File: src/common/pipePkg.sv
package pipePkg;

    // Data path width and register index width
    localparam int XLEN = 32;
    localparam int REG_BITS = 5;
    localparam int NUM_REGS = 2 ** REG_BITS;

    // Data memory is word addressed through byte address bits 7 to 2
    localparam int DMEM_WORDS = 64;
    localparam int DMEM_IDX_BITS = $clog2(DMEM_WORDS);

    // The canonical nop is addi x0, x0, 0
    localparam logic [31:0] NOP_INSTR = 32'h0000_0013;

    // Major opcodes of the supported subset
    localparam logic [6:0] OP_RTYPE = 7'b0110011;
    localparam logic [6:0] OP_ITYPE = 7'b0010011;
    localparam logic [6:0] OP_LOAD = 7'b0000011;
    localparam logic [6:0] OP_STORE = 7'b0100011;
    localparam logic [6:0] OP_BRANCH = 7'b1100011;

    // Arithmetic funct3 values
    localparam logic [2:0] F3_ADD = 3'b000;
    localparam logic [2:0] F3_SLT = 3'b010;
    localparam logic [2:0] F3_XOR = 3'b100;
    localparam logic [2:0] F3_OR = 3'b110;
    localparam logic [2:0] F3_AND = 3'b111;

    // funct3 of lw and sw, and of beq
    localparam logic [2:0] F3_WORD = 3'b010;
    localparam logic [2:0] F3_BEQ = 3'b000;

    // funct7 that turns add into sub
    localparam logic [6:0] F7_SUB = 7'b0100000;

    typedef enum logic [2:0] {
        ALU_ADD,
        ALU_SUB,
        ALU_AND,
        ALU_OR,
        ALU_XOR,
        ALU_SLT
    } aluOpT;

    // Operand source for the execute stage
    typedef enum logic [1:0] {
        FWD_NONE = 2'b00,
        FWD_WB = 2'b01,
        FWD_MEM = 2'b10
    } fwdSelT;

endpackage

File: src/design/hazardUnit.sv
`timescale 1ns/1ps

module hazardUnit import pipePkg::*; (
    input logic [REG_BITS-1:0] rs1D,
    input logic [REG_BITS-1:0] rs2D,
    input logic [REG_BITS-1:0] rs1E,
    input logic [REG_BITS-1:0] rs2E,
    input logic [REG_BITS-1:0] rdE,
    input logic memReadE,
    input logic [REG_BITS-1:0] rdM,
    input logic regWriteM,
    input logic [REG_BITS-1:0] rdW,
    input logic regWriteW,
    input logic branchTaken,
    output fwdSelT forwardAE,
    output fwdSelT forwardBE,
    output logic stall,
    output logic flush
);

    logic memHitA;
    logic memHitB;
    logic wbHitA;
    logic wbHitB;

    // A destination of x0 never forwards since x0 always reads as zero
    assign memHitA = regWriteM && (rdM != '0) && (rdM == rs1E);
    assign memHitB = regWriteM && (rdM != '0) && (rdM == rs2E);
    assign wbHitA = regWriteW && (rdW != '0) && (rdW == rs1E);
    assign wbHitB = regWriteW && (rdW != '0) && (rdW == rs2E);

    // The memory stage is checked first because it holds the newer value
    assign forwardAE = memHitA ? FWD_MEM : (wbHitA ? FWD_WB : FWD_NONE);
    assign forwardBE = memHitB ? FWD_MEM : (wbHitB ? FWD_WB : FWD_NONE);

    // Load data only exists after the memory stage, so a direct consumer waits a cycle
    assign stall = memReadE && (rdE != '0) && ((rdE == rs1D) || (rdE == rs2D));

    // Both a stall and a taken branch put a bubble into execute
    assign flush = stall || branchTaken;

endmodule

File: config.mk
export PLATFORM = sky130hd
export DESIGN_NAME = hazardUnit
export DESIGN_NICKNAME = d
export VERILOG_FILES = /design/src/common/pipePkg.sv /design/src/design/hazardUnit.sv
export SDC_FILE = /design/constraint.sdc
export NUM_CORES = 1
export LEC_CHECK = 0
export BUFFER_PORTS_ARGS = -buffer_cell sky130_fd_sc_hd__buf_2
export CAP_MARGIN = 10
export CORE_AREA = 3 3 40 42
export DETAILED_ROUTE_END_ITERATION = 12
export DIE_AREA = 0 0 43 45
export PLACE_DENSITY = 0.74
export SLEW_MARGIN = 10
export SYNTH_ARGS = -nofsm -noshare
export SYNTH_HDL_FRONTEND = slang
export SYNTH_SLANG_ARGS = --single-unit
File: constraint.sdc
create_clock -name vclk -period 2.36
set_input_delay 0.354 -clock vclk [all_inputs]
set_output_delay 0.354 -clock vclk [all_outputs]
set_load 0.01 [all_outputs]
-- Word level (Yosys, flattened, before mapping)
Index checks and enable logic that the tools add are counted.
- bits in registers: 0
- bits of input ports: 39
- muxes and demuxes: 4
- eq/ne operators: 6
- reductions and logical operators: 13
- operators with widths (cell ; count):
    == test 5 bit ; 6
    nonzero test 5 bit ; 3
    logical AND 1 bit ; 8
    two-way mux 2 bit ; 2
    logical OR 1 bit ; 2
    two-way mux 1 bit ; 2

-- Logic depth before layout (Yosys ltp)
- depth in word-level cells: 5
- gate-level depth with buffers: 4
- gate-level depth less buffers: 4

-- Worst setup path before layout
No wires, ideal clock.
- path type: in2out
- from: in rdM[1]
- to: out forwardAE[0]
- stages: 4
- setup slack: 0.547 ns
- data required time: 2.006 ns
- buffers on the path: 0
- arrival time: 1.459 ns
- cell sequence: or4_1 o21ai_2 nor4_1 nor4_2
- word-level cells in the longest chain between the ends: 4
- elaborated cells between the ends (all ways): 5
- those cells by class: eq/ne (1); mux (1); reduce/logical (3)
- RTL lines (element ; line ; RTL):
    from (decl) ; hazardUnit.sv:10 ; input logic [REG_BITS-1:0] rdM,
    nonzero test 5 bit ; hazardUnit.sv:27 ; assign memHitA = regWriteM && (rdM != '0) && (rdM == rs1E);
    logical AND 1 bit ; hazardUnit.sv:27 ;
    logical AND 1 bit (*) ; hazardUnit.sv:27 ;
    via memHitA ; hazardUnit.sv:21 ; logic memHitA;
    two-way mux 2 bit (*) ; hazardUnit.sv:33 ; assign forwardAE = memHitA ? FWD_MEM : (wbHitA ? FWD_WB : FWD_NONE);
    to (decl) ; hazardUnit.sv:15 ; output fwdSelT forwardAE,
The timed path passes the listed nets; every way through them passes the cells marked *.

-- Worst setup path in the final report
- from: in rdM[1]
- to: out forwardAE[0]
- word-level cells in the longest chain between the ends: 4
- elaborated cells between the ends (all ways): 5
- those cells by class: eq/ne (1); mux (1); reduce/logical (3)
- RTL lines (element ; line):
    nonzero test 5 bit ; hazardUnit.sv:27
    logical AND 1 bit ; hazardUnit.sv:27
    logical AND 1 bit (*) ; hazardUnit.sv:27
    two-way mux 2 bit (*) ; hazardUnit.sv:33
Mark *: on every way between the ends. The rest lies on a longest branch, timed or not.

==> qor.yml <==
finalPower_mw: 0.1058
ir_worst_vdd_uv: 57.14
post_drt_via_cell_ratio: 4.748
cts_setup_buffers: 0
max_stage_delay_ps: 540
critPathArrivalTime_ps: 1670
grt_overflow: 0
num_rows: 13
cts_resized: 0
diodes: 0
dp_hpwl_microns: 1163
gp_congestion: 0.8802
final-seq-area_sq_um: 0
synthCells: 53
synth_largest_area_cell: "xor2_1"
synthTopCellsByArea: "xor2_1, xnor2_1, or4_1"
area_delta_synth_final_pct: 54.79
grt_antenna_before_repair: 0
grt_max_degree: 4
final_nets: 137
power_leakage_nw: 0.3239
required_ps: 2010
path_class: "in -> out"
cap_violations: 0
synth_nets: 92
syn-cell-area_sq_um: 417.9
io_pins: 45
yosysWarnings: 0
crit_chain: "buf_2 > or4_1 > o21ai_2 > nor4_1 > nor4_2 > buf_2"
critPathLaunchType: "input pin"
hold_path.class: "in -> out"
grt_pass1_wl_microns: 1849
ys_types: 14
syn_avg_cell_area_sq_um: 7.885
floorplan.core_area_sq_mm: 0.001285
slowest_stage: "or4_1"
final_common_cell: "buf_2"
fp.dieH_microns: 45
slew_headroom: 0.7367
worstMarginPinSlew_ps: 391.4
most-common-layout-cells: "buf_2, xor2_1, xnor2_1, or4_1, nor2_1"
cellPowerDensity_mw_per_mm2: 163.5
ys_seq_area_frac: 0
routedWlPerCell_microns: 10.87
dieArea_sq_mm: 0.001935
drcViolationCount: 0
detail-route-antenna-nets: 0
cts_hold_buf: 0
fp.dieW_microns: 43
grt_usage: 0.1194
start_util: 0.3252
flops_and_latches: 0
clock_buffers: 0
cp-end-kind: "output pin"
fin_tns_setup_ps: 0
drt_iter0_drc: 1
post-route-period-util: 0.8594
port_buffers: 45
setup_viol: 0
grt_pass1_vias: 514
fmax_ghz: 0.4931
yosysTopAreaCellShare: 0.5030
crit_buf_inv: 2
cp_top_family: "simple AND/OR/NAND/NOR gates"
crit_fanout: 3
status: "finished clean"
drv_slew: 0
vias: 527
final_hold_viol_count: 0
crit_top_cell: "buf_2"
dr.pass1.iters: 3
wirelength_microns: 1207
drive_gt1_frac: 0.5000
fin_crit_ps: 2028
rsz0062_at_grt: "false"
-- worst paths after layout --
path,startpoint,endpoint,slack (ps),depth (start not counted)
max,rdM[1],forwardAE[0],330,6
min,branchTaken,flush,990,3
-- tightest hold or removal path, delay by kind of cell --
kind	cells	cell delay, ps
AO/OA/AOI/OAI	1	90
buffers and inverters	2	200
-- stage by stage --
stage               setup WS [ps]  hold WS, ps  cell area, sq um  utilization  std cells
floorplan                   546.7        838.1             417.9            -         53
global placement            369.6        991.9             646.9       0.5034        111
detailed placement          321.9        992.8             646.9       0.5034        111
CTS                         321.7        995.7             646.9       0.5034        111
global route                256.7         1021             646.9       0.5034        111
finish                      331.9        991.0             646.9       0.5034        111
-- per-layer routing --
| layer | wire [microns] | vias up | global-route usage |
|---|---|---|---|
| met1 | 394 | 220 | 0.1095 |
| met3 | 148 | 0 | 0.003984 |
| met4 | 0 | 0 | 0.01205 |
| met2 | 664 | 36 | 0.2844 |
| met5 | 0 | - | 0 |
| li1 | - | 271 | - |
-- report_power, final --
group          internal (mW)  switching [mW]  total (mW)
Clock                      0               0           0
Combinational         0.0548          0.0509       0.106
Sequential                 0               0           0
Total                 0.0548          0.0509       0.106
-- final cells by class --
class / instances / area, sq um
multi-input combinational: 51 / 402.9
timing repair buffer: 45 / 225.2
tap: 15 / 18.77
fill: 126 / 638.1
-- synth_stat cells, drive strengths merged --
| cell type | instances |
|---|---|
| a22oi | 1 |
| buf | 2 |
| nand3 | 2 |
| nor2 | 3 |
| nor3 | 2 |
| nor4 | 4 |
| o21ai | 3 |
| o21bai | 1 |
| or4 | 5 |
| xnor2 | 6 |
| xor2 | 24 |
-- cell families after synthesis --
group,after synthesis,share of synthesized area
buffers and inverters,2,0.03592
AND/OR/NAND/NOR,16,0.2545
AO/OA/AOI/OAI,5,0.08083
XOR/XNOR,30,0.6287
Power figures use the tool's default switching activity.
