--- config.mk ---
export PLATFORM = sky130hd
export DESIGN_NAME = fetchStage
export DESIGN_NICKNAME = d
export VERILOG_FILES = /design/src/common/pipePkg.sv /design/src/design/fetchStage.sv
export SDC_FILE = /design/constraint.sdc
export NUM_CORES = 1
export LEC_CHECK = 0
export ABC_AREA = 1
export BUFFER_PORTS_ARGS = -buffer_cell sky130_fd_sc_hd__buf_4
export CORE_AREA = 2 2 133 135
export DETAILED_ROUTE_END_ITERATION = 8
export DIE_AREA = 0 0 135 137
export MAX_ROUTING_LAYER = met4
export SYNTH_ARGS = -nofsm -noshare
export SYNTH_HDL_FRONTEND = slang
export SYNTH_SLANG_ARGS = --single-unit
--- constraint.sdc ---
create_clock -name clk -period 2 [get_ports clk]
set_input_delay 0.1 -clock clk [delete_from_list [all_inputs] [get_ports clk]]
set_output_delay 0.1 -clock clk [all_outputs]
set_load 0.05 [all_outputs]
--- src/common/pipePkg.sv ---
package pipePkg;

    // Data path width and register index width
    localparam int XLEN = 32;
    localparam int REG_BITS = 5;
    localparam int NUM_REGS = 2 ** REG_BITS;

    // Data memory is word addressed through byte address bits 7 to 2
    localparam int DMEM_WORDS = 64;
    localparam int DMEM_IDX_BITS = $clog2(DMEM_WORDS);

    // The canonical nop is addi x0, x0, 0
    localparam logic [31:0] NOP_INSTR = 32'h0000_0013;

    // Major opcodes of the supported subset
    localparam logic [6:0] OP_RTYPE = 7'b0110011;
    localparam logic [6:0] OP_ITYPE = 7'b0010011;
    localparam logic [6:0] OP_LOAD = 7'b0000011;
    localparam logic [6:0] OP_STORE = 7'b0100011;
    localparam logic [6:0] OP_BRANCH = 7'b1100011;

    // Arithmetic funct3 values
    localparam logic [2:0] F3_ADD = 3'b000;
    localparam logic [2:0] F3_SLT = 3'b010;
    localparam logic [2:0] F3_XOR = 3'b100;
    localparam logic [2:0] F3_OR = 3'b110;
    localparam logic [2:0] F3_AND = 3'b111;

    // funct3 of lw and sw, and of beq
    localparam logic [2:0] F3_WORD = 3'b010;
    localparam logic [2:0] F3_BEQ = 3'b000;

    // funct7 that turns add into sub
    localparam logic [6:0] F7_SUB = 7'b0100000;

    typedef enum logic [2:0] {
        ALU_ADD,
        ALU_SUB,
        ALU_AND,
        ALU_OR,
        ALU_XOR,
        ALU_SLT
    } aluOpT;

    // Operand source for the execute stage
    typedef enum logic [1:0] {
        FWD_NONE = 2'b00,
        FWD_WB = 2'b01,
        FWD_MEM = 2'b10
    } fwdSelT;

endpackage

--- src/design/fetchStage.sv ---
`timescale 1ns/1ps

module fetchStage import pipePkg::*; (
    input logic clk,
    input logic rst,
    input logic stall,
    input logic branchTaken,
    input logic [XLEN-1:0] branchTarget,
    output logic [XLEN-1:0] imemAddr,
    input logic [31:0] imemData,
    output logic [31:0] instrD,
    output logic [XLEN-1:0] pcD
);

    logic [XLEN-1:0] pc;

    // Instruction memory is read straight from the current PC
    assign imemAddr = pc;

    // A redirect from execute wins over the load-use hold
    always_ff @(posedge clk) begin
        if (rst) begin
            pc <= '0;
        end else if (branchTaken) begin
            pc <= branchTarget;
        end else if (!stall) begin
            pc <= pc + XLEN'(4);
        end
    end

    // The instruction word decides whether decode sees a bubble
    // A squashed fetch becomes a nop, which decodes to no enables
    always_ff @(posedge clk) begin
        if (rst || branchTaken) begin
            instrD <= NOP_INSTR;
        end else if (!stall) begin
            instrD <= imemData;
        end
    end

    // The pc travels with the word and only matters for branches
    always_ff @(posedge clk) begin
        if (!stall) begin
            pcD <= pc;
        end
    end

endmodule

# Word-level counts from Yosys, hierarchy flattened
# Index checks and enable logic that the tools add are counted.
# Widths: inputs -> output; s select.
[word_totals]
register_bits = 96
latch_bits = 0
ramBits = 0
romBits = 0
output_inout_bits = 96
wordCells = 8
memories = 0
[classes]
n_addsub = 1
n_mul = 0
n_div = 0
order_cmp = 0
n_eq_ne = 1
n_shift = 0
n_mux = 2
bitwise_logic = 0
reduce_logical = 1
[op_table]
columns = ["op", "count"]
rows = [
  ["$mux 32", 2],
  ["$add 32x3->32 const B", 1],
  ["$ne 2x1->1 const B", 1],
  ["$logic_or 1x1->1", 1],
]

# Longest topological paths before layout
[depth]
depth_word = 3
ltp_mapped = 10

# Worst setup path after synthesis
# OpenSTA, ideal clock, no wires.
[synth_timing]
path_type = "flip-flop to flip-flop"
start = "register pc[2], in the netlist imemAddr[2]"
end = "register pc[18], in the netlist imemAddr[18]"
arrival_ps = 1733
path_slack_ps = 196
stages_incl_launch_ff = 9
path_buffers = 0
period_less_slack_ps = 1804
cell_sequence = "dfxtp_1 ha_1 nand2_2 nor2_4 nand2_2 nor2_4 xor2_1 nand2_1 a21oi_1"
[synth_between]
elab_chain_len = 3
[synth_rtl]
columns = ["element", "line", "text"]
rows = [
  ["start, declared", "fetchStage.sv:15", "logic [XLEN-1:0] pc;"],
  ["start signal, assigned", "fetchStage.sv:25", "pc <= branchTarget;"],
  ["start signal, assigned", "fetchStage.sv:27", "pc <= pc + XLEN'(4);"],
  ["$add 32x3->32", "fetchStage.sv:27", ""],
  ["$mux 32", "fetchStage.sv:26", "end else if (!stall) begin"],
  ["$mux 32", "fetchStage.sv:24", "end else if (branchTaken) begin"],
]
# No other way between the ends. The select of a mux whose other input is x is not followed.
# A chain may end at the register's enable or synchronous reset.

# Worst setup path after layout
# Ends and elaborated chain as after synthesis.

==> results.cfg <==
[critical_path]
critPathArrivalTime_ns = 1.87
cp_max_fo = 6
startpoint_type = flop
worstPathRequired_ns = 2.28
r2r_slack_ns = 0.41
critPathCaptureType = flop
critPathKind = reg -> reg

[cts]
tritoncts = built
cts_setup_buffers = 0
clk_pin_slew_ns = 0.07
root_buffer = clkbuf_16
clkLatencyLatePin_ns = 0.35
cts_inserted_buffers = 9
htree_levels = 3
cts_resized = 0
numClockSinks = 96
clock_path_buffers = 2

[grt]
grt_pass1_wl_um = 20900
grt_usage = 0.151
grt_max_degree = 38
antenna_found_initial = 0
grt_pass1_vias = 4040
grt-ovfl-total = 0

[drt]
avgViaCountPerCell = 4.33
drt_pass1_iterations = 4
initialDrtViolationCount = 180
routed_wl_um = 13300
ant_nets = 0
drcViolationCount = 0
wl_per_cell_um = 14.1
vias = 4074

[flow_run]
max-cap-violations = 0

[sta]
setup_viol = 0
tightestPinTransition_ns = 0.550
relSlewSlack = 0.633
fmax_mhz = 631
hold_slack_ns = 0.0201
rsz0062_at_grt = no
drv_slew = 0
skew_ns = 0.00926
tns_ns = 0
fin_crit_sh = 0.793
final_hold_viol_count = 0
finalCriticalPeriod_ns = 1.59

[yosys]
synth_top_area_frac = 0.305
synth_seq_cells = 96
seq_area_frac_synth = 0.534
yosysTopAreaCell = dfxtp_1
synth_area_sq_um = 4200
yosysUniqueCellTypes = 24
yosysWarnings = 0
synth.area.top_cells = dfxtp_1, edfxtp_1, nand2_1
syn_inst = 520
synth_nets = 589
syn_avg_cell_area_sq_um = 8.07

[placement]
hpwl_um = 9430
port_buffers = 163
gp_routability_congestion = 0.855
place_inst = 893

[floorplan]
dieHeight_um = 137
core-area_sq_um = 17100
initial_core_util = 0.246
design.die.area_sq_um = 18500
die_w_um = 135
io_pins = 164
rows = 48

[layout]
seqCellArea_sq_um = 2240
n_antenna_cell = 0
nFillCells = 1771
fin_util = 0.368
multiInputGateArea_sq_um = 1670
fin_nets = 780
syn2layout_area_growth_pct = 49.6
drive_above_1_share = 0.289
fin_cells = 941

[power]
leakage_nw = 2.71
peakVddDrop_uv = 356
power.density_nw_per_um2 = 781
total_power_mw = 4.90

[status]
status = finished clean

[hold_path]
holdCritPathClass = in -> reg
critical path, stage by stage, from the launching register on:
cell	delay, ns
dfxtp_1	0.44
ha_1	0.22
nand2_2	0.08
nor2_4	0.14
nand2_2	0.12
nor2_4	0.19
xor2_1	0.16
nand2_1	0.07
a21oi_1	0.11
stage by stage:
stage               instance area [sq um]  setup slack (ns)
global route                         6280             0.225
floorplan                            4200             0.196
CTS                                  6280             0.397
detailed placement                   5660             0.421
global placement                     5660             0.458
finish                               6280             0.415
logic make-up (layout without fill, tap and decap cells):
kind of cell             count (synthesis)  in the layout  share of synthesized area
AND/OR/NAND/NOR                        249            249                      0.256
flip-flops                              96             96                      0.534
AO/OA/AOI/OAI                           87             87                      0.110
buffers and inverters                   73            269                     0.0677
XOR/XNOR                                14             14                     0.0292
adder cells (fa/ha/maj)                  1              1                    0.00298
registers in the layout (all words and copies together), names as in the netlist:
register / count
pcD: 32
instrD: 32
imemAddr: 32
synthesized netlist by cell type:
master / number
edfxtp_1: 32
buf_2: 8
dfxtp_1: 64
clkbuf_1: 10
nand3_1: 34
nand3_2: 1
nor2_1: 35
xnor2_1: 4
inv_2: 3
a21oi_1: 55
nor2_2: 6
buf_1: 3
nor2_4: 6
a22o_1: 7
nor3_1: 3
xor2_1: 10
inv_1: 49
nand4_1: 1
ha_1: 1
nand2_2: 6
a31oi_1: 1
o21ai_0: 24
and2_1: 3
nand2_1: 154
final timing paths:
path | from | endpoint | depth (start not counted)
max | imemAddr[2]$_SDFFE_PP0N_ | imemAddr[18]$_SDFFE_PP0N_ | 8
max reg2reg | imemAddr[2]$_SDFFE_PP0N_ | imemAddr[18]$_SDFFE_PP0N_ | 8
min | imemData[23] | instrD[23]$_SDFFE_PP0N_ | 3
min reg2reg | instrD[25]$_SDFFE_PP0N_ | instrD[25]$_SDFFE_PP0N_ | 2
power by group:
part           internal [mW]  switching [mW]  total [mW]  leakage, nW
clock network          0.987           0.783        1.77        0.154
logic                  0.326           0.597       0.922         1.70
registers               2.12          0.0897        2.21        0.853
total                   3.44            1.47        4.90         2.71
layout make-up:
cell class	instances	share of cell area
sequential	96	0.357
clock buffer	12	0.0442
tap	225	0.0448
multi-input combinational	351	0.266
inverter	52	0.0311
timing repair buffer	201	0.253
clock inverter	4	0.00379
cell usage in the layout (no fill, tap or decap), types with 2 or more instances in the layout:
cell type,count
a21oi_1,55
a22o_1,7
and2_1,3
buf_4,169
clkbuf_16,10
clkbuf_8,2
clkinv_2,3
dfxtp_1,64
dlygate4sd3_1,32
edfxtp_1,32
inv_1,49
inv_2,3
nand2_1,154
nand2_2,6
nand3_1,34
nor2_1,35
nor2_2,6
nor2_4,6
nor3_1,3
o21ai_0,24
xnor2_1,4
xor2_1,10
routing by layer:
metal | vias up | part of all wire | GRT usage
met2 | 138 | 0.47 | 0.244
met4 | 0 | 0.015 | 0.0486
li1 | 2059 | - | -
met5 | - | 0 | -
met3 | 15 | 0.077 | 0.0474
met1 | 1862 | 0.44 | 0.181
what timing repair did:
action | CTS | global route
hold buffers | 32 | 0
endpoints found under the setup margin | 0 | 0
endpoints found under the hold margin | 32 | 0
(Power assumes the default switching activity.)
