[src/common/pipePkg.sv]
package pipePkg;

    // Data path width and register index width
    localparam int XLEN = 32;
    localparam int REG_BITS = 5;
    localparam int NUM_REGS = 2 ** REG_BITS;

    // Data memory is word addressed through byte address bits 7 to 2
    localparam int DMEM_WORDS = 64;
    localparam int DMEM_IDX_BITS = $clog2(DMEM_WORDS);

    // The canonical nop is addi x0, x0, 0
    localparam logic [31:0] NOP_INSTR = 32'h0000_0013;

    // Major opcodes of the supported subset
    localparam logic [6:0] OP_RTYPE = 7'b0110011;
    localparam logic [6:0] OP_ITYPE = 7'b0010011;
    localparam logic [6:0] OP_LOAD = 7'b0000011;
    localparam logic [6:0] OP_STORE = 7'b0100011;
    localparam logic [6:0] OP_BRANCH = 7'b1100011;

    // Arithmetic funct3 values
    localparam logic [2:0] F3_ADD = 3'b000;
    localparam logic [2:0] F3_SLT = 3'b010;
    localparam logic [2:0] F3_XOR = 3'b100;
    localparam logic [2:0] F3_OR = 3'b110;
    localparam logic [2:0] F3_AND = 3'b111;

    // funct3 of lw and sw, and of beq
    localparam logic [2:0] F3_WORD = 3'b010;
    localparam logic [2:0] F3_BEQ = 3'b000;

    // funct7 that turns add into sub
    localparam logic [6:0] F7_SUB = 7'b0100000;

    typedef enum logic [2:0] {
        ALU_ADD,
        ALU_SUB,
        ALU_AND,
        ALU_OR,
        ALU_XOR,
        ALU_SLT
    } aluOpT;

    // Operand source for the execute stage
    typedef enum logic [1:0] {
        FWD_NONE = 2'b00,
        FWD_WB = 2'b01,
        FWD_MEM = 2'b10
    } fwdSelT;

endpackage

[src/decode/regFile.sv]
`timescale 1ns/1ps

module regFile import pipePkg::*; (
    input logic clk,
    input logic rst,
    input logic [REG_BITS-1:0] rs1D,
    input logic [REG_BITS-1:0] rs2D,
    output logic [XLEN-1:0] rdata1D,
    output logic [XLEN-1:0] rdata2D,
    input logic regWriteW,
    input logic [REG_BITS-1:0] rdW,
    input logic [XLEN-1:0] resultW
);

    logic [XLEN-1:0] regs [NUM_REGS];
    logic writeLive;

    // A write to x0 is dropped here, so x0 stays at its reset value of zero
    assign writeLive = regWriteW && (rdW != '0);

    always_ff @(posedge clk) begin
        if (rst) begin
            for (int i = 0; i < NUM_REGS; i++) begin
                regs[i] <= '0;
            end
        end else if (writeLive) begin
            regs[rdW] <= resultW;
        end
    end

    // Writeback and decode share a cycle, so decode sees the value being written
    assign rdata1D = (writeLive && (rdW == rs1D)) ? resultW : regs[rs1D];
    assign rdata2D = (writeLive && (rdW == rs2D)) ? resultW : regs[rs2D];

endmodule

[config.mk]
export PLATFORM = sky130hd
export DESIGN_NAME = regFile
export DESIGN_NICKNAME = d
export VERILOG_FILES = /design/src/common/pipePkg.sv /design/src/decode/regFile.sv
export SDC_FILE = /design/constraint.sdc
export NUM_CORES = 2
export LEC_CHECK = 0
export BUFFER_PORTS_ARGS = -buffer_cell sky130_fd_sc_hd__buf_4
export CAP_MARGIN = 5
export CORE_UTILIZATION = 30
export DETAILED_ROUTE_END_ITERATION = 10
export PLACE_DENSITY_LB_ADDON = 0.15
export SKIP_LAST_GASP = 1
export SYNTH_ARGS = -nofsm -noshare
export SYNTH_HDL_FRONTEND = slang
export SYNTH_SLANG_ARGS = --single-unit
export TNS_END_PERCENT = 20
[constraint.sdc]
create_clock -name clk -period 4.1 [get_ports clk]
set_input_delay 1.23 -clock clk [delete_from_list [all_inputs] [get_ports clk]]
set_output_delay 1.23 -clock clk [all_outputs]
set_load 0.05 [all_outputs]
After elaboration in Yosys (flattened, before gate mapping)
Memory sizes are Yosys's and may differ from the RTL's.
Cells that the tools add are included.
{ "word_totals": {"regBits": 0, "mem_bits_rw": 1024, "inputBits": 50, "output_inout_bits": 64, "wordCells": 18, "mem_count": 1} }
{ "classes": {"eq_ne": 2, "n_mux": 10, "n_reduce_logical": 5} }
{ "memory_table": {"columns": ["name", "depth", "width", "rd", "rd_clocked_by_memory_dff", "write_ports", "line", "source"], "rows": [
  ["regs", 32, 32, 2, 0, 32, "regFile.sv:15", "logic [XLEN-1:0] regs [NUM_REGS];"]
]} }
{ "ops": {"columns": ["cell", "n"], "rows": [
  ["$mux 32", 3],
  ["$reduce_or 32->1", 1],
  ["$eq 5x5->1", 2],
  ["$mux 1", 6],
  ["$mux 5", 1],
  ["$reduce_bool 5->1", 1],
  ["$logic_and 1x1->1", 3]
]} }

Longest topological paths before layout
{ "depth": {"word_depth": 7, "mapped_depth": 8} }

Worst setup path before layout
OpenSTA, ideal clock, no wires.
{ "synth_path": {"path_type": "input-to-output", "start": "in rdW[2]", "end": "out rdata1D[30]", "arrival_time_ns": 3.593, "setup_slack_ns": -0.723, "cell_stages": 7, "path_cell_list": "buf_2 or3_1 o31ai_2 nor4_1 buf_2 nor2b_1 nor3b_1"} }
{ "synth_between": {"elab_chain_cells": 4, "word_cells_on_any_way": 5, "cone_classes": "eq/ne: 1; mux: 1; reduce/logical: 3"} }
{ "synth_rtl": {"columns": ["item", "line", "source"], "rows": [
  ["from (decl)", "regFile.sv:11", "input logic [REG_BITS-1:0] rdW,"],
  ["$reduce_bool 5->1", "regFile.sv:19", "assign writeLive = regWriteW && (rdW != '0);"],
  ["$logic_and 1x1->1", "regFile.sv:19", null],
  ["$logic_and 1x1->1 (*)", "regFile.sv:32", "assign rdata1D = (writeLive && (rdW == rs1D)) ? resultW : regs[rs1D];"],
  ["$mux 32 (*)", "regFile.sv:32", null],
  ["to (decl)", "regFile.sv:8", "output logic [XLEN-1:0] rdata1D,"]
]} }
Every way passes the cells marked *; elsewhere a longest branch is shown, timed or not.

Worst setup path in the final report
{ "layout_path": {"start": "in rdW[4]", "end": "out rdata1D[4]"} }
Same word-level chain as after synthesis.

==> results.md <==
* Max reg flops at between 1k and 1.5k
* Synthesized area at about 54000 um^2
* Cell area after layout at ~68000 um^2
* Worst-path maximum fanout at 7
* Biggest register: regs
* Slew Viols, Final at 0
* Core area at 180500 um^2
* Number of remaining DRC errors at 3
* CP arrival at 3.26 ns
* Status: finished with violations
* Yosys warns at 0
* Cells after Synth at 3494
* Gpl congestion at 0.7968
* Number of max-cap violations at 0
* DRT Wirelength at approximately 220000 um
* PwrDens at 401.6 nW/um^2
* Avg Inst Size Synth at 15.59 um^2
* Global Route Usage Sum at between 20% and 30%
* H-Tree Depth at 3
* Largest net degree at the start of global routing at 39
* Dominant synthesized flop cell: edfxtp_1
* Unrepaired setup endpoints after global routing: true
* Num CTS Buffers at 121
* Row Count at approximately 160
* PnR worst setup slack at -0.3882 ns
* Die Ht at about 430 um
* Drt pass-1 iters at 10
* Clk sinks at 1024
* Initial antenna violation count at 31
* Post-synth EDFFs at a little over 1k
* Final setup fails at 64
* ANT nets after route at 0
* Port buffer count at between 100 and 150
* Synth Register Bits at 1024
* Syn-to-layout area delta at 24.03%
* Synth Area in XOR/XNOR at 0.1608%
* Die ar. at between 150000 and 200000 um^2
* Largest family of logic cells by synthesized area: multiplexers
* Clock Pin Slew Worst Setup and Hold Paths at ~0.06 ns
* LEAKAGE at ~0.023 uW
* Rel. slew slack at ~44%
* Post-synth ARST share at 0%
* Root Driver: clkbuf_16
* Fin. Hold Viols at 0
* Unique masters post-synth at 43
* Final Net Count at approximately 4k
* Peak VDD IR at roughly 0.33 mV
* Initial core utilization at between 30% and 40%
* GRT Residual Overflow at 0
* Die X at 428.1 um
* Wire per inst at approximately 35 um
* Vias in the first global route at 35.31k
* Simple-gate share of the synthesized area at about 14%
* Required time of the worst setup path at 2.87 ns
* Layout cells sized above 1 at 35.75%
* IO Pins at roughly 110
* CTS tree: built
* Max clock buf depth at 3
* Placed Area at 61710 um^2
* Pre-CTS WS at -0.5893 ns
* First-pass GRT wire length at around 300000 um
* Biggest regs: regs (1024)
* Post-Synth Adder-Cell Area at 0%
* Tcrit/Tclk final at 109.5%
* Violation count after the first detailed-route iteration at between 4k and 5k
* Compound-Gate Fraction of Synth Area at about 3.5%
* Overall Power at 27130 uW
* Routed via count at 35.09k
* Actual slew at the worst max-slew pin at 0.8335 ns
* Min-Delay Path Class: primary input to flip-flop
* Post-layout min period at approximately 4.5 ns
* Failing checks: design-rule violations, negative setup slack
* Sequential share of the synthesized area at approximately 56%
* Critical Path Source Type: primary input
* Fmax at about 0.22 GHz
* WS Path Type: primary input to output pin
* Final TNS setup at -20.12 ns
* Hold Buf Count CTS at 0
* DR vias/cell at around 5.6
* Commonest non-fill, non-tap cell in the layout: edfxtp_1
* Leading cell types in the layout, fill and taps excluded: 1024 x edfxtp_1, 992 x and2_1, 437 x mux4_2
* Post-synthesis mux area share at between 20% and 30%
* DP HPWL at approximately 130000 um
* Fill count at 16.80k
* Fin Hold WS at roughly 0.86 ns
* Critical Path End Type: output pin
## Yosys cell counts, types with 24 or more instances
library cell / instances / area, um^2
and2_1: 992 / 6206
buf_2: 103 / 515.5
buf_6: 28 / 315.3
clkbuf_1: 220 / 825.8
edfxtp_1: 1024 / 30750
mux4_1: 83 / 2181
mux4_2: 425 / 9572
nand2_1: 69 / 259.0
nor2_1: 31 / 116.4
o21ai_1: 62 / 310.3
o22ai_1: 248 / 1551
or2_2: 24 / 150.1
or4_1: 63 / 473.0
## worst paths after layout
path    from     endpoint  slack [ns]  cells past startpoint
max   rdW[4]   rdata1D[4]       -0.39                     11
min      rst  regs[0][26]        0.86                      1
## layer usage
layer,share of wire (%),global-route usage (%),up-vias
met5,0.0098,0,-
met4,3.3,7.442,4
met3,6.5,3.454,290
met2,49,40.15,1471
met1,41,32.30,18940
li1,-,-,14380
## worst max-delay path, cell delays in order
cell,delay (ns)
buf_12,0.13
or3_4,0.40
o31ai_4,0.27
buf_6,0.15
nor4_4,0.04
buf_6,0.17
buf_16,0.17
buf_12,0.16
buf_16,0.14
o21ai_4,0.13
buf_4,0.21
## power by group
part	internal [uW]	switching, uW	total (uW)
clock	5950	4550	10500
sequential	12100	281	12400
combinational	1910	2330	4240
total	20000	7170	27100
## cells by family (layout without fill, tap and decap cells)
kind of cell	count (synthesis)	after routing
other	1	44
AO/OA/AOI/OAI	317	317
XOR/XNOR	10	10
multiplexers	519	519
AND/OR/NAND/NOR	1236	1236
flip-flops	1024	1024
buffers and inverters	387	801
## cell type report
class,count,area (um^2),share of cell area [%]
Multi-Input combinational cell,2114,23020,34.08
Antenna cell,12,30.03,0.04446
Tap cell,2370,2965,4.390
Sequential cell,1024,30750,45.52
Clock inverter,62,546.8,0.8095
Timing Repair Buffer,585,7044,10.43
Clock buffer,154,3194,4.729
## timing repair
item,4_1_cts,5_1_grt
setup buffers,32,26
resized for setup,114,62
cloned,22,7
setup endpoints to repair,64,64
pin swaps,20,26
## through the flow
step | instances | utilization [%]
2_1_floorplan | 3525 | -
3_3_place_gp | 6010 | 34.18
3_5_place_dp | 6010 | 34.18
4_1_cts | 6278 | 37.06
5_1_grt | 6309 | 37.40
6_report | 6321 | 37.41
Note: power is estimated with default switching activity, not from simulation.
