`config.mk`:
```
export PLATFORM = sky130hd
export DESIGN_NAME = executeStage
export DESIGN_NICKNAME = d
export VERILOG_FILES = /design/src/common/pipePkg.sv /design/src/execute/executeStage.sv
export SDC_FILE = /design/constraint.sdc
export NUM_CORES = 1
export LEC_CHECK = 0
export BUFFER_PORTS_ARGS = -buffer_cell sky130_fd_sc_hd__buf_2
export CORE_MARGIN = 2
export CORE_UTILIZATION = 55
export CTS_CLUSTER_SIZE = 24
export DETAILED_ROUTE_END_ITERATION = 16
export PLACE_DENSITY = 0.86
export SLEW_MARGIN = 5
export SYNTH_ARGS = -nofsm -noshare
export SYNTH_HDL_FRONTEND = slang
export SYNTH_SLANG_ARGS = --single-unit
```
`constraint.sdc`:
```
create_clock -name clk -period 14.4 [get_ports clk]
set_clock_uncertainty 0.2 [all_clocks]
set_input_delay 2.88 -clock clk [delete_from_list [all_inputs] [get_ports clk]]
set_output_delay 2.88 -clock clk [all_outputs]
set_load 0.02 [all_outputs]
```
`src/common/pipePkg.sv`:
```
package pipePkg;

    // Data path width and register index width
    localparam int XLEN = 32;
    localparam int REG_BITS = 5;
    localparam int NUM_REGS = 2 ** REG_BITS;

    // Data memory is word addressed through byte address bits 7 to 2
    localparam int DMEM_WORDS = 64;
    localparam int DMEM_IDX_BITS = $clog2(DMEM_WORDS);

    // The canonical nop is addi x0, x0, 0
    localparam logic [31:0] NOP_INSTR = 32'h0000_0013;

    // Major opcodes of the supported subset
    localparam logic [6:0] OP_RTYPE = 7'b0110011;
    localparam logic [6:0] OP_ITYPE = 7'b0010011;
    localparam logic [6:0] OP_LOAD = 7'b0000011;
    localparam logic [6:0] OP_STORE = 7'b0100011;
    localparam logic [6:0] OP_BRANCH = 7'b1100011;

    // Arithmetic funct3 values
    localparam logic [2:0] F3_ADD = 3'b000;
    localparam logic [2:0] F3_SLT = 3'b010;
    localparam logic [2:0] F3_XOR = 3'b100;
    localparam logic [2:0] F3_OR = 3'b110;
    localparam logic [2:0] F3_AND = 3'b111;

    // funct3 of lw and sw, and of beq
    localparam logic [2:0] F3_WORD = 3'b010;
    localparam logic [2:0] F3_BEQ = 3'b000;

    // funct7 that turns add into sub
    localparam logic [6:0] F7_SUB = 7'b0100000;

    typedef enum logic [2:0] {
        ALU_ADD,
        ALU_SUB,
        ALU_AND,
        ALU_OR,
        ALU_XOR,
        ALU_SLT
    } aluOpT;

    // Operand source for the execute stage
    typedef enum logic [1:0] {
        FWD_NONE = 2'b00,
        FWD_WB = 2'b01,
        FWD_MEM = 2'b10
    } fwdSelT;

endpackage

```
`src/execute/executeStage.sv`:
```
`timescale 1ns/1ps

module executeStage import pipePkg::*; (
    input logic clk,
    input logic rst,
    input logic regWriteE,
    input logic memReadE,
    input logic memWriteE,
    input logic branchE,
    input logic aluSrcE,
    input aluOpT aluOpE,
    input logic [REG_BITS-1:0] rdE,
    input logic [XLEN-1:0] srcAE,
    input logic [XLEN-1:0] srcBE,
    input logic [XLEN-1:0] immE,
    input logic [XLEN-1:0] pcE,
    input fwdSelT forwardAE,
    input fwdSelT forwardBE,
    input logic [XLEN-1:0] resultW,
    output logic branchTaken,
    output logic [XLEN-1:0] branchTarget,
    output logic [XLEN-1:0] aluResultM,
    output logic [XLEN-1:0] writeDataM,
    output logic [REG_BITS-1:0] rdM,
    output logic regWriteM,
    output logic memReadM,
    output logic memWriteM
);

    logic [XLEN-1:0] fwdA;
    logic [XLEN-1:0] fwdB;
    logic [XLEN-1:0] aluB;
    logic [XLEN-1:0] aluResultE;

    // Memory stage holds the younger result, writeback the older one
    always_comb begin
        case (forwardAE)
            FWD_MEM: fwdA = aluResultM;
            FWD_WB: fwdA = resultW;
            default: fwdA = srcAE;
        endcase
    end

    always_comb begin
        case (forwardBE)
            FWD_MEM: fwdB = aluResultM;
            FWD_WB: fwdB = resultW;
            default: fwdB = srcBE;
        endcase
    end

    // Loads, stores and addi take the immediate as the second operand
    assign aluB = aluSrcE ? immE : fwdB;

    always_comb begin
        case (aluOpE)
            ALU_ADD: aluResultE = fwdA + aluB;
            ALU_SUB: aluResultE = fwdA - aluB;
            ALU_AND: aluResultE = fwdA & aluB;
            ALU_OR: aluResultE = fwdA | aluB;
            ALU_XOR: aluResultE = fwdA ^ aluB;
            // slt compares as signed
            ALU_SLT: aluResultE = {{(XLEN-1){1'b0}}, $signed(fwdA) < $signed(aluB)};
            default: aluResultE = '0;
        endcase
    end

    // Branches are predicted not taken, so a taken beq redirects fetch from here
    assign branchTaken = branchE && (fwdA == fwdB);
    assign branchTarget = pcE + immE;

    // Enables and destination of the execute to memory register
    always_ff @(posedge clk) begin
        if (rst) begin
            regWriteM <= 1'b0;
            memReadM <= 1'b0;
            memWriteM <= 1'b0;
            rdM <= '0;
        end else begin
            regWriteM <= regWriteE;
            memReadM <= memReadE;
            memWriteM <= memWriteE;
            rdM <= rdE;
        end
    end

    // Store data is the forwarded rs2 value, not the stale register read
    always_ff @(posedge clk) begin
        aluResultM <= aluResultE;
        writeDataM <= fwdB;
    end

endmodule

```
Yosys cells after proc, flatten, opt, wreduce, memory -nomap -nowiden. Cells that the tools add are included.

Bits in registers: 72. Input bits: 179.

Mux-type cells: 4. Bitwise gates (word level): 3. Reduce and logical (&&, ||, !) cells: 2. Add/sub/neg operators: 3. Equal/unequal tests: 10. $lt $le $gt $ge: 1.

Operators with widths (count): 32-bit case mux with 6 select lines (1); 32-bit case mux with 2 select lines (2); 32-bit adder (2); 32-bit AND (1); 32-bit equality test (1); 32-bit < comparator (1); 32-bit two-way mux (1); 32-bit bitwise OR (1); 32-bit subtractor (1); 32-bit XOR (1); 3-bit by 2-bit equality test with 1-bit output (second input constant) (2); 3-bit equality test (second input constant) (2); 2-bit by 1-bit equality test with 1-bit output (second input constant) (2); 2-bit equality test (second input constant) (2); 3-bit by 1-bit equality test with 1-bit output (second input constant) (1); 3-bit logical NOT (1); 1-bit logical AND (1).

Logic depth before layout (Yosys ltp).
Depth in word-level cells: 5. Gate-level depth with buffers: 19.

Worst setup path after synthesis. Ideal clock, no wire load.

Kind: input port to output port. From: input port immE[0]. To: output port branchTarget[28]. Path buffers: 0. Setup slack: 6.079 ns. Arrival: 5.241 ns. Stages on the path: 12. Cells stage by stage: ha_1 inv_1 fa_1 nor2b_1 o31a_1 o31a_1 o2111ai_2 o211ai_2 o211ai_2 o21ba_2 o221ai_1 xor2_1.

Longest elaborated chain between the ends: 1.

Ends and longest elaborated chain: from (decl) (line executeStage.sv:15) `input logic [XLEN-1:0] immE,`; 32-bit adder (line executeStage.sv:70) `assign branchTarget = pcE + immE;`; to (decl) (line executeStage.sv:21) `output logic [XLEN-1:0] branchTarget,`.

No other way between the ends.

Worst setup path after layout.
From: input port forwardAE[0]. To: output port branchTaken.

Longest elaborated chain between the ends: 4. Elaborated cells on any way between the ends: 5.

Ends and longest elaborated chain: from (decl) (line executeStage.sv:17) `input fwdSelT forwardAE,`; 2-bit by 1-bit equality test with 1-bit output or 2-bit equality test (tied branches) (line executeStage.sv:37) `case (forwardAE)`; 32-bit case mux with 2 select lines (*) (line executeStage.sv:37); 32-bit equality test (*) (line executeStage.sv:69) `assign branchTaken = branchE && (fwdA == fwdB);`; 1-bit logical AND (*) (line executeStage.sv:69); to (decl) (line executeStage.sv:20) `output logic branchTaken,`.

Mark *: on every way between the ends. The rest lies on a longest branch, timed or not.

==> flow_metrics.py <==
metrics = {
    "pwr": {
        "vdd_drop_max_mv": 0.07006,
        "power_per_cell_area_nw_per_um2": 102.8,
        "overall_power_of_the_completed_layout_w": 0.001232,
        "leakage_nw": 5.800,
    },
    "setup_path": {
        "worstSetupStartpointType": "primary input",
        "worst-endpoint-required_ps": 11320,
        "worst_path_max_delay_cell": "sky130_fd_sc_hd__nor4_1",
        "cp_slowest_stage_delay_ps": 540,
        "timing.setup.critical_path_class": "in -> out",
        "critical_path.endpoint_type": "output pin",
        "worst_ep_arrival_time_ps": 5800,
        "crit_chain": "buf_2, inv_1, ha_2, buf_4, nor2_1, a21oi_1, xnor2_1, nand4_1, nor4_1, nand4_1, nor2_1, buf_2",
        "cp_max_fo": 64,
    },
    "sta": {
        "max_freq_mhz": 112.6,
        "final_min_period_over_clock_period_pct": 61.69,
        "timing.max_slew.rel_slack_pct": 32.34,
        "final_hold_violations": 0,
        "rsz0062_at_grt": "false",
        "maxSlewViolCount": 0,
        "fin_setup_tns_ps": 0,
        "period_minus_slack_ps": 8883,
        "finalSetupViolCount": 0,
        "finalHoldWorstSlack_ps": 492.1,
        "worst_slew_pin_slew_ps": 1015,
    },
    "global_routing": {
        "grt_max_degree": 72,
        "antenna_found_initial": 3,
        "gr-usage-all-layers_pct": 39.72,
        "gr-total-overflow": 0,
        "number_of_global_route_vias_before_repair": 11560,
        "grt_pass1_wl_mm": 61.91,
    },
    "clock_network": {
        "cts_post_setup_buffers_inserted": 0,
        "cts.sink_count": 72,
        "max-clock-path-buffers": 2,
        "cts_made_buffers": 9,
        "worst_setup_hold_path_clk_slew_ps": 60,
        "cts_root_buf": "sky130_fd_sc_hd__clkbuf_16",
        "clkLatencyLatePin_ps": 360,
        "tritoncts": "done",
        "cts_hold_buf": 0,
        "postCtsResizedCells": 0,
        "cts_max_level": 3,
    },
    "route": {
        "route.vias.total": 12370,
        "route.detailed.drc": 0,
        "wl_per_instance_um": 21.71,
        "post_drt_via_cell_ratio": 6.456,
        "dr.pass1.iters": 8,
        "totalWireLength_mm": 41.60,
        "first_iter_violations": 1313,
        "drt.antenna.violating_nets": 0,
    },
    "finish": {
        "fillcell_total": 1644,
        "num-nets-final": 1998,
        "layout-area-overhead-vs-synth_pct": 16.86,
        "drive_above_1_share_pct": 20.42,
        "design_area_um2": 11990,
        "post-route-util_pct": 66.09,
    },
    "place": {
        "hpwl_mm": 32.95,
        "globalplace.congestion": 1.001,
        "io_buffers": 283,
        "placed_cell_area_um2": 11690,
    },
    "worst_hold_path": {
        "holdCritPathClass": "reg -> reg",
    },
    "synthesis": {
        "synthCells": 1461,
        "syn-mean-instance-area_um2": 7.025,
        "synth_enable_flop_cells": 0,
        "yosys.cell_types.count": 91,
        "yosys_warnings": 0,
        "synth-seq-area-share_pct": 14.04,
        "syn-cell-area_um2": 10260,
        "synth-seq-cells": 72,
        "synth-async-reset-ratio_pct": 0,
        "synth_ff_type": "sky130_fd_sc_hd__dfxtp_1",
        "synth.net_count": 1779,
    },
    "die": {
        "fp.coreArea_um2": 18150,
        "dieArea_um2": 19770,
        "initial_standard_cell_utilization_of_the_core_pct": 56.56,
        "core.rowCount": 49,
        "die_width_um": 140.6,
        "fp.dieH_um": 140.6,
        "boundaryPins": 284,
    },
    "job": {
        "max_cap_violations": 0,
    },
    "status": {
        "status": "completed",
    },
}
[power breakdown]
group	leakage (nW)	internal, W	total (W)	switching (W)
sequential	0.602	0.000230	0.000254	0.0000246
clock	0.139	0.000135	0.000234	0.0000993
combinational	5.06	0.000265	0.000744	0.000479
[final timing paths]
kind / start / to / slack (ps) / cells after the start
min reg2reg: aluResultM[31] / writeDataM[31] / 490 / 4
max: forwardAE[0] / branchTaken / 5520 / 12
min: aluResultM[31] / writeDataM[31] / 490 / 4
max reg2reg: aluResultM[6] / aluResultM[0] / 9840 / 13
[cells in the final DEF, fill, tap and decap left out, drive strengths merged, types with 10 or more instances in the layout]
| master | netlist | routed |
|---|---|---|
| a211oi | 24 | 24 |
| a21o | 28 | 28 |
| a21oi | 171 | 171 |
| a22oi | 66 | 66 |
| buf | 30 | 292 |
| clkbuf | 54 | 10 |
| dfxtp | 72 | 72 |
| ha | 136 | 136 |
| inv | 139 | 140 |
| nand2 | 106 | 106 |
| nand3 | 19 | 19 |
| nand4 | 16 | 16 |
| nor2 | 154 | 154 |
| nor2b | 16 | 16 |
| nor3 | 23 | 23 |
| nor4 | 14 | 14 |
| o211ai | 15 | 15 |
| o21a | 22 | 22 |
| o21ai | 97 | 97 |
| o21bai | 18 | 18 |
| o22ai | 13 | 13 |
| o31ai | 14 | 14 |
| or3 | 10 | 10 |
| xnor2 | 63 | 63 |
| xor2 | 15 | 15 |
[critical path, delay by kind of cell]
kind	cells	cell delay, ps
AO/OA/AOI/OAI	1	340
XOR/XNOR	1	210
adder cells (fa/ha/maj)	1	290
buffers and inverters	4	830
AND/OR/NAND/NOR	5	1200
[Yosys cell counts, drive strengths merged, types with 24 or more instances]
master	n	area share [%]
a211oi	24	1.9
a22oi	66	4.8
ha	136	17
clkbuf	54	2.0
inv	139	5.1
nand2	106	3.9
o21ai	97	4.8
dfxtp	72	14
a21o	28	2.0
a21oi	171	8.4
nor2	154	5.6
xnor2	63	5.4
buf	30	1.4
[per-layer routing]
metal,vias to the layer above,track usage [%],routed length (um)
met5,-,0,27
met4,4,26.37,2954
met3,195,7.948,4095
met2,861,66.93,19420
met1,5628,45.73,15100
li1,5682,-,-
[metrics by stage]
step                std cells  worst slack, ps
detailed placement       1898             5741
global route             1915             5415
floorplan                1461             6079
finish                   1916             5517
CTS                      1914             5652
global placement         1898             5710
[registers in the layout (all words and copies together), names as in the netlist]
signal,flops
memReadM,1
memWriteM,1
writeDataM,32
aluResultM,32
rdM,5
regWriteM,1
[cell type report]
type	count	area, um^2	share of cell area, %
diodes	2	5.005	0.04173
clock buffers	10	229.0	1.909
clock inverters	6	67.56	0.5633
inverters	142	533.0	4.444
multi-input cells	1163	7948	66.26
flip-flops and latches	72	1441	12.02
well taps	229	286.5	2.389
repair buffers	292	1484	12.37
[cells by family after synthesis]
group | synth area share [%]
AO/OA/AOI/OAI | 35.38
AND/OR/NAND/NOR | 17.35
buffers and inverters | 8.570
adder cells (fa/ha/maj) | 17.16
XOR/XNOR | 6.656
flip-flops | 14.04
multiplexers | 0.8411
Note: power is estimated with default switching activity, not from simulation.
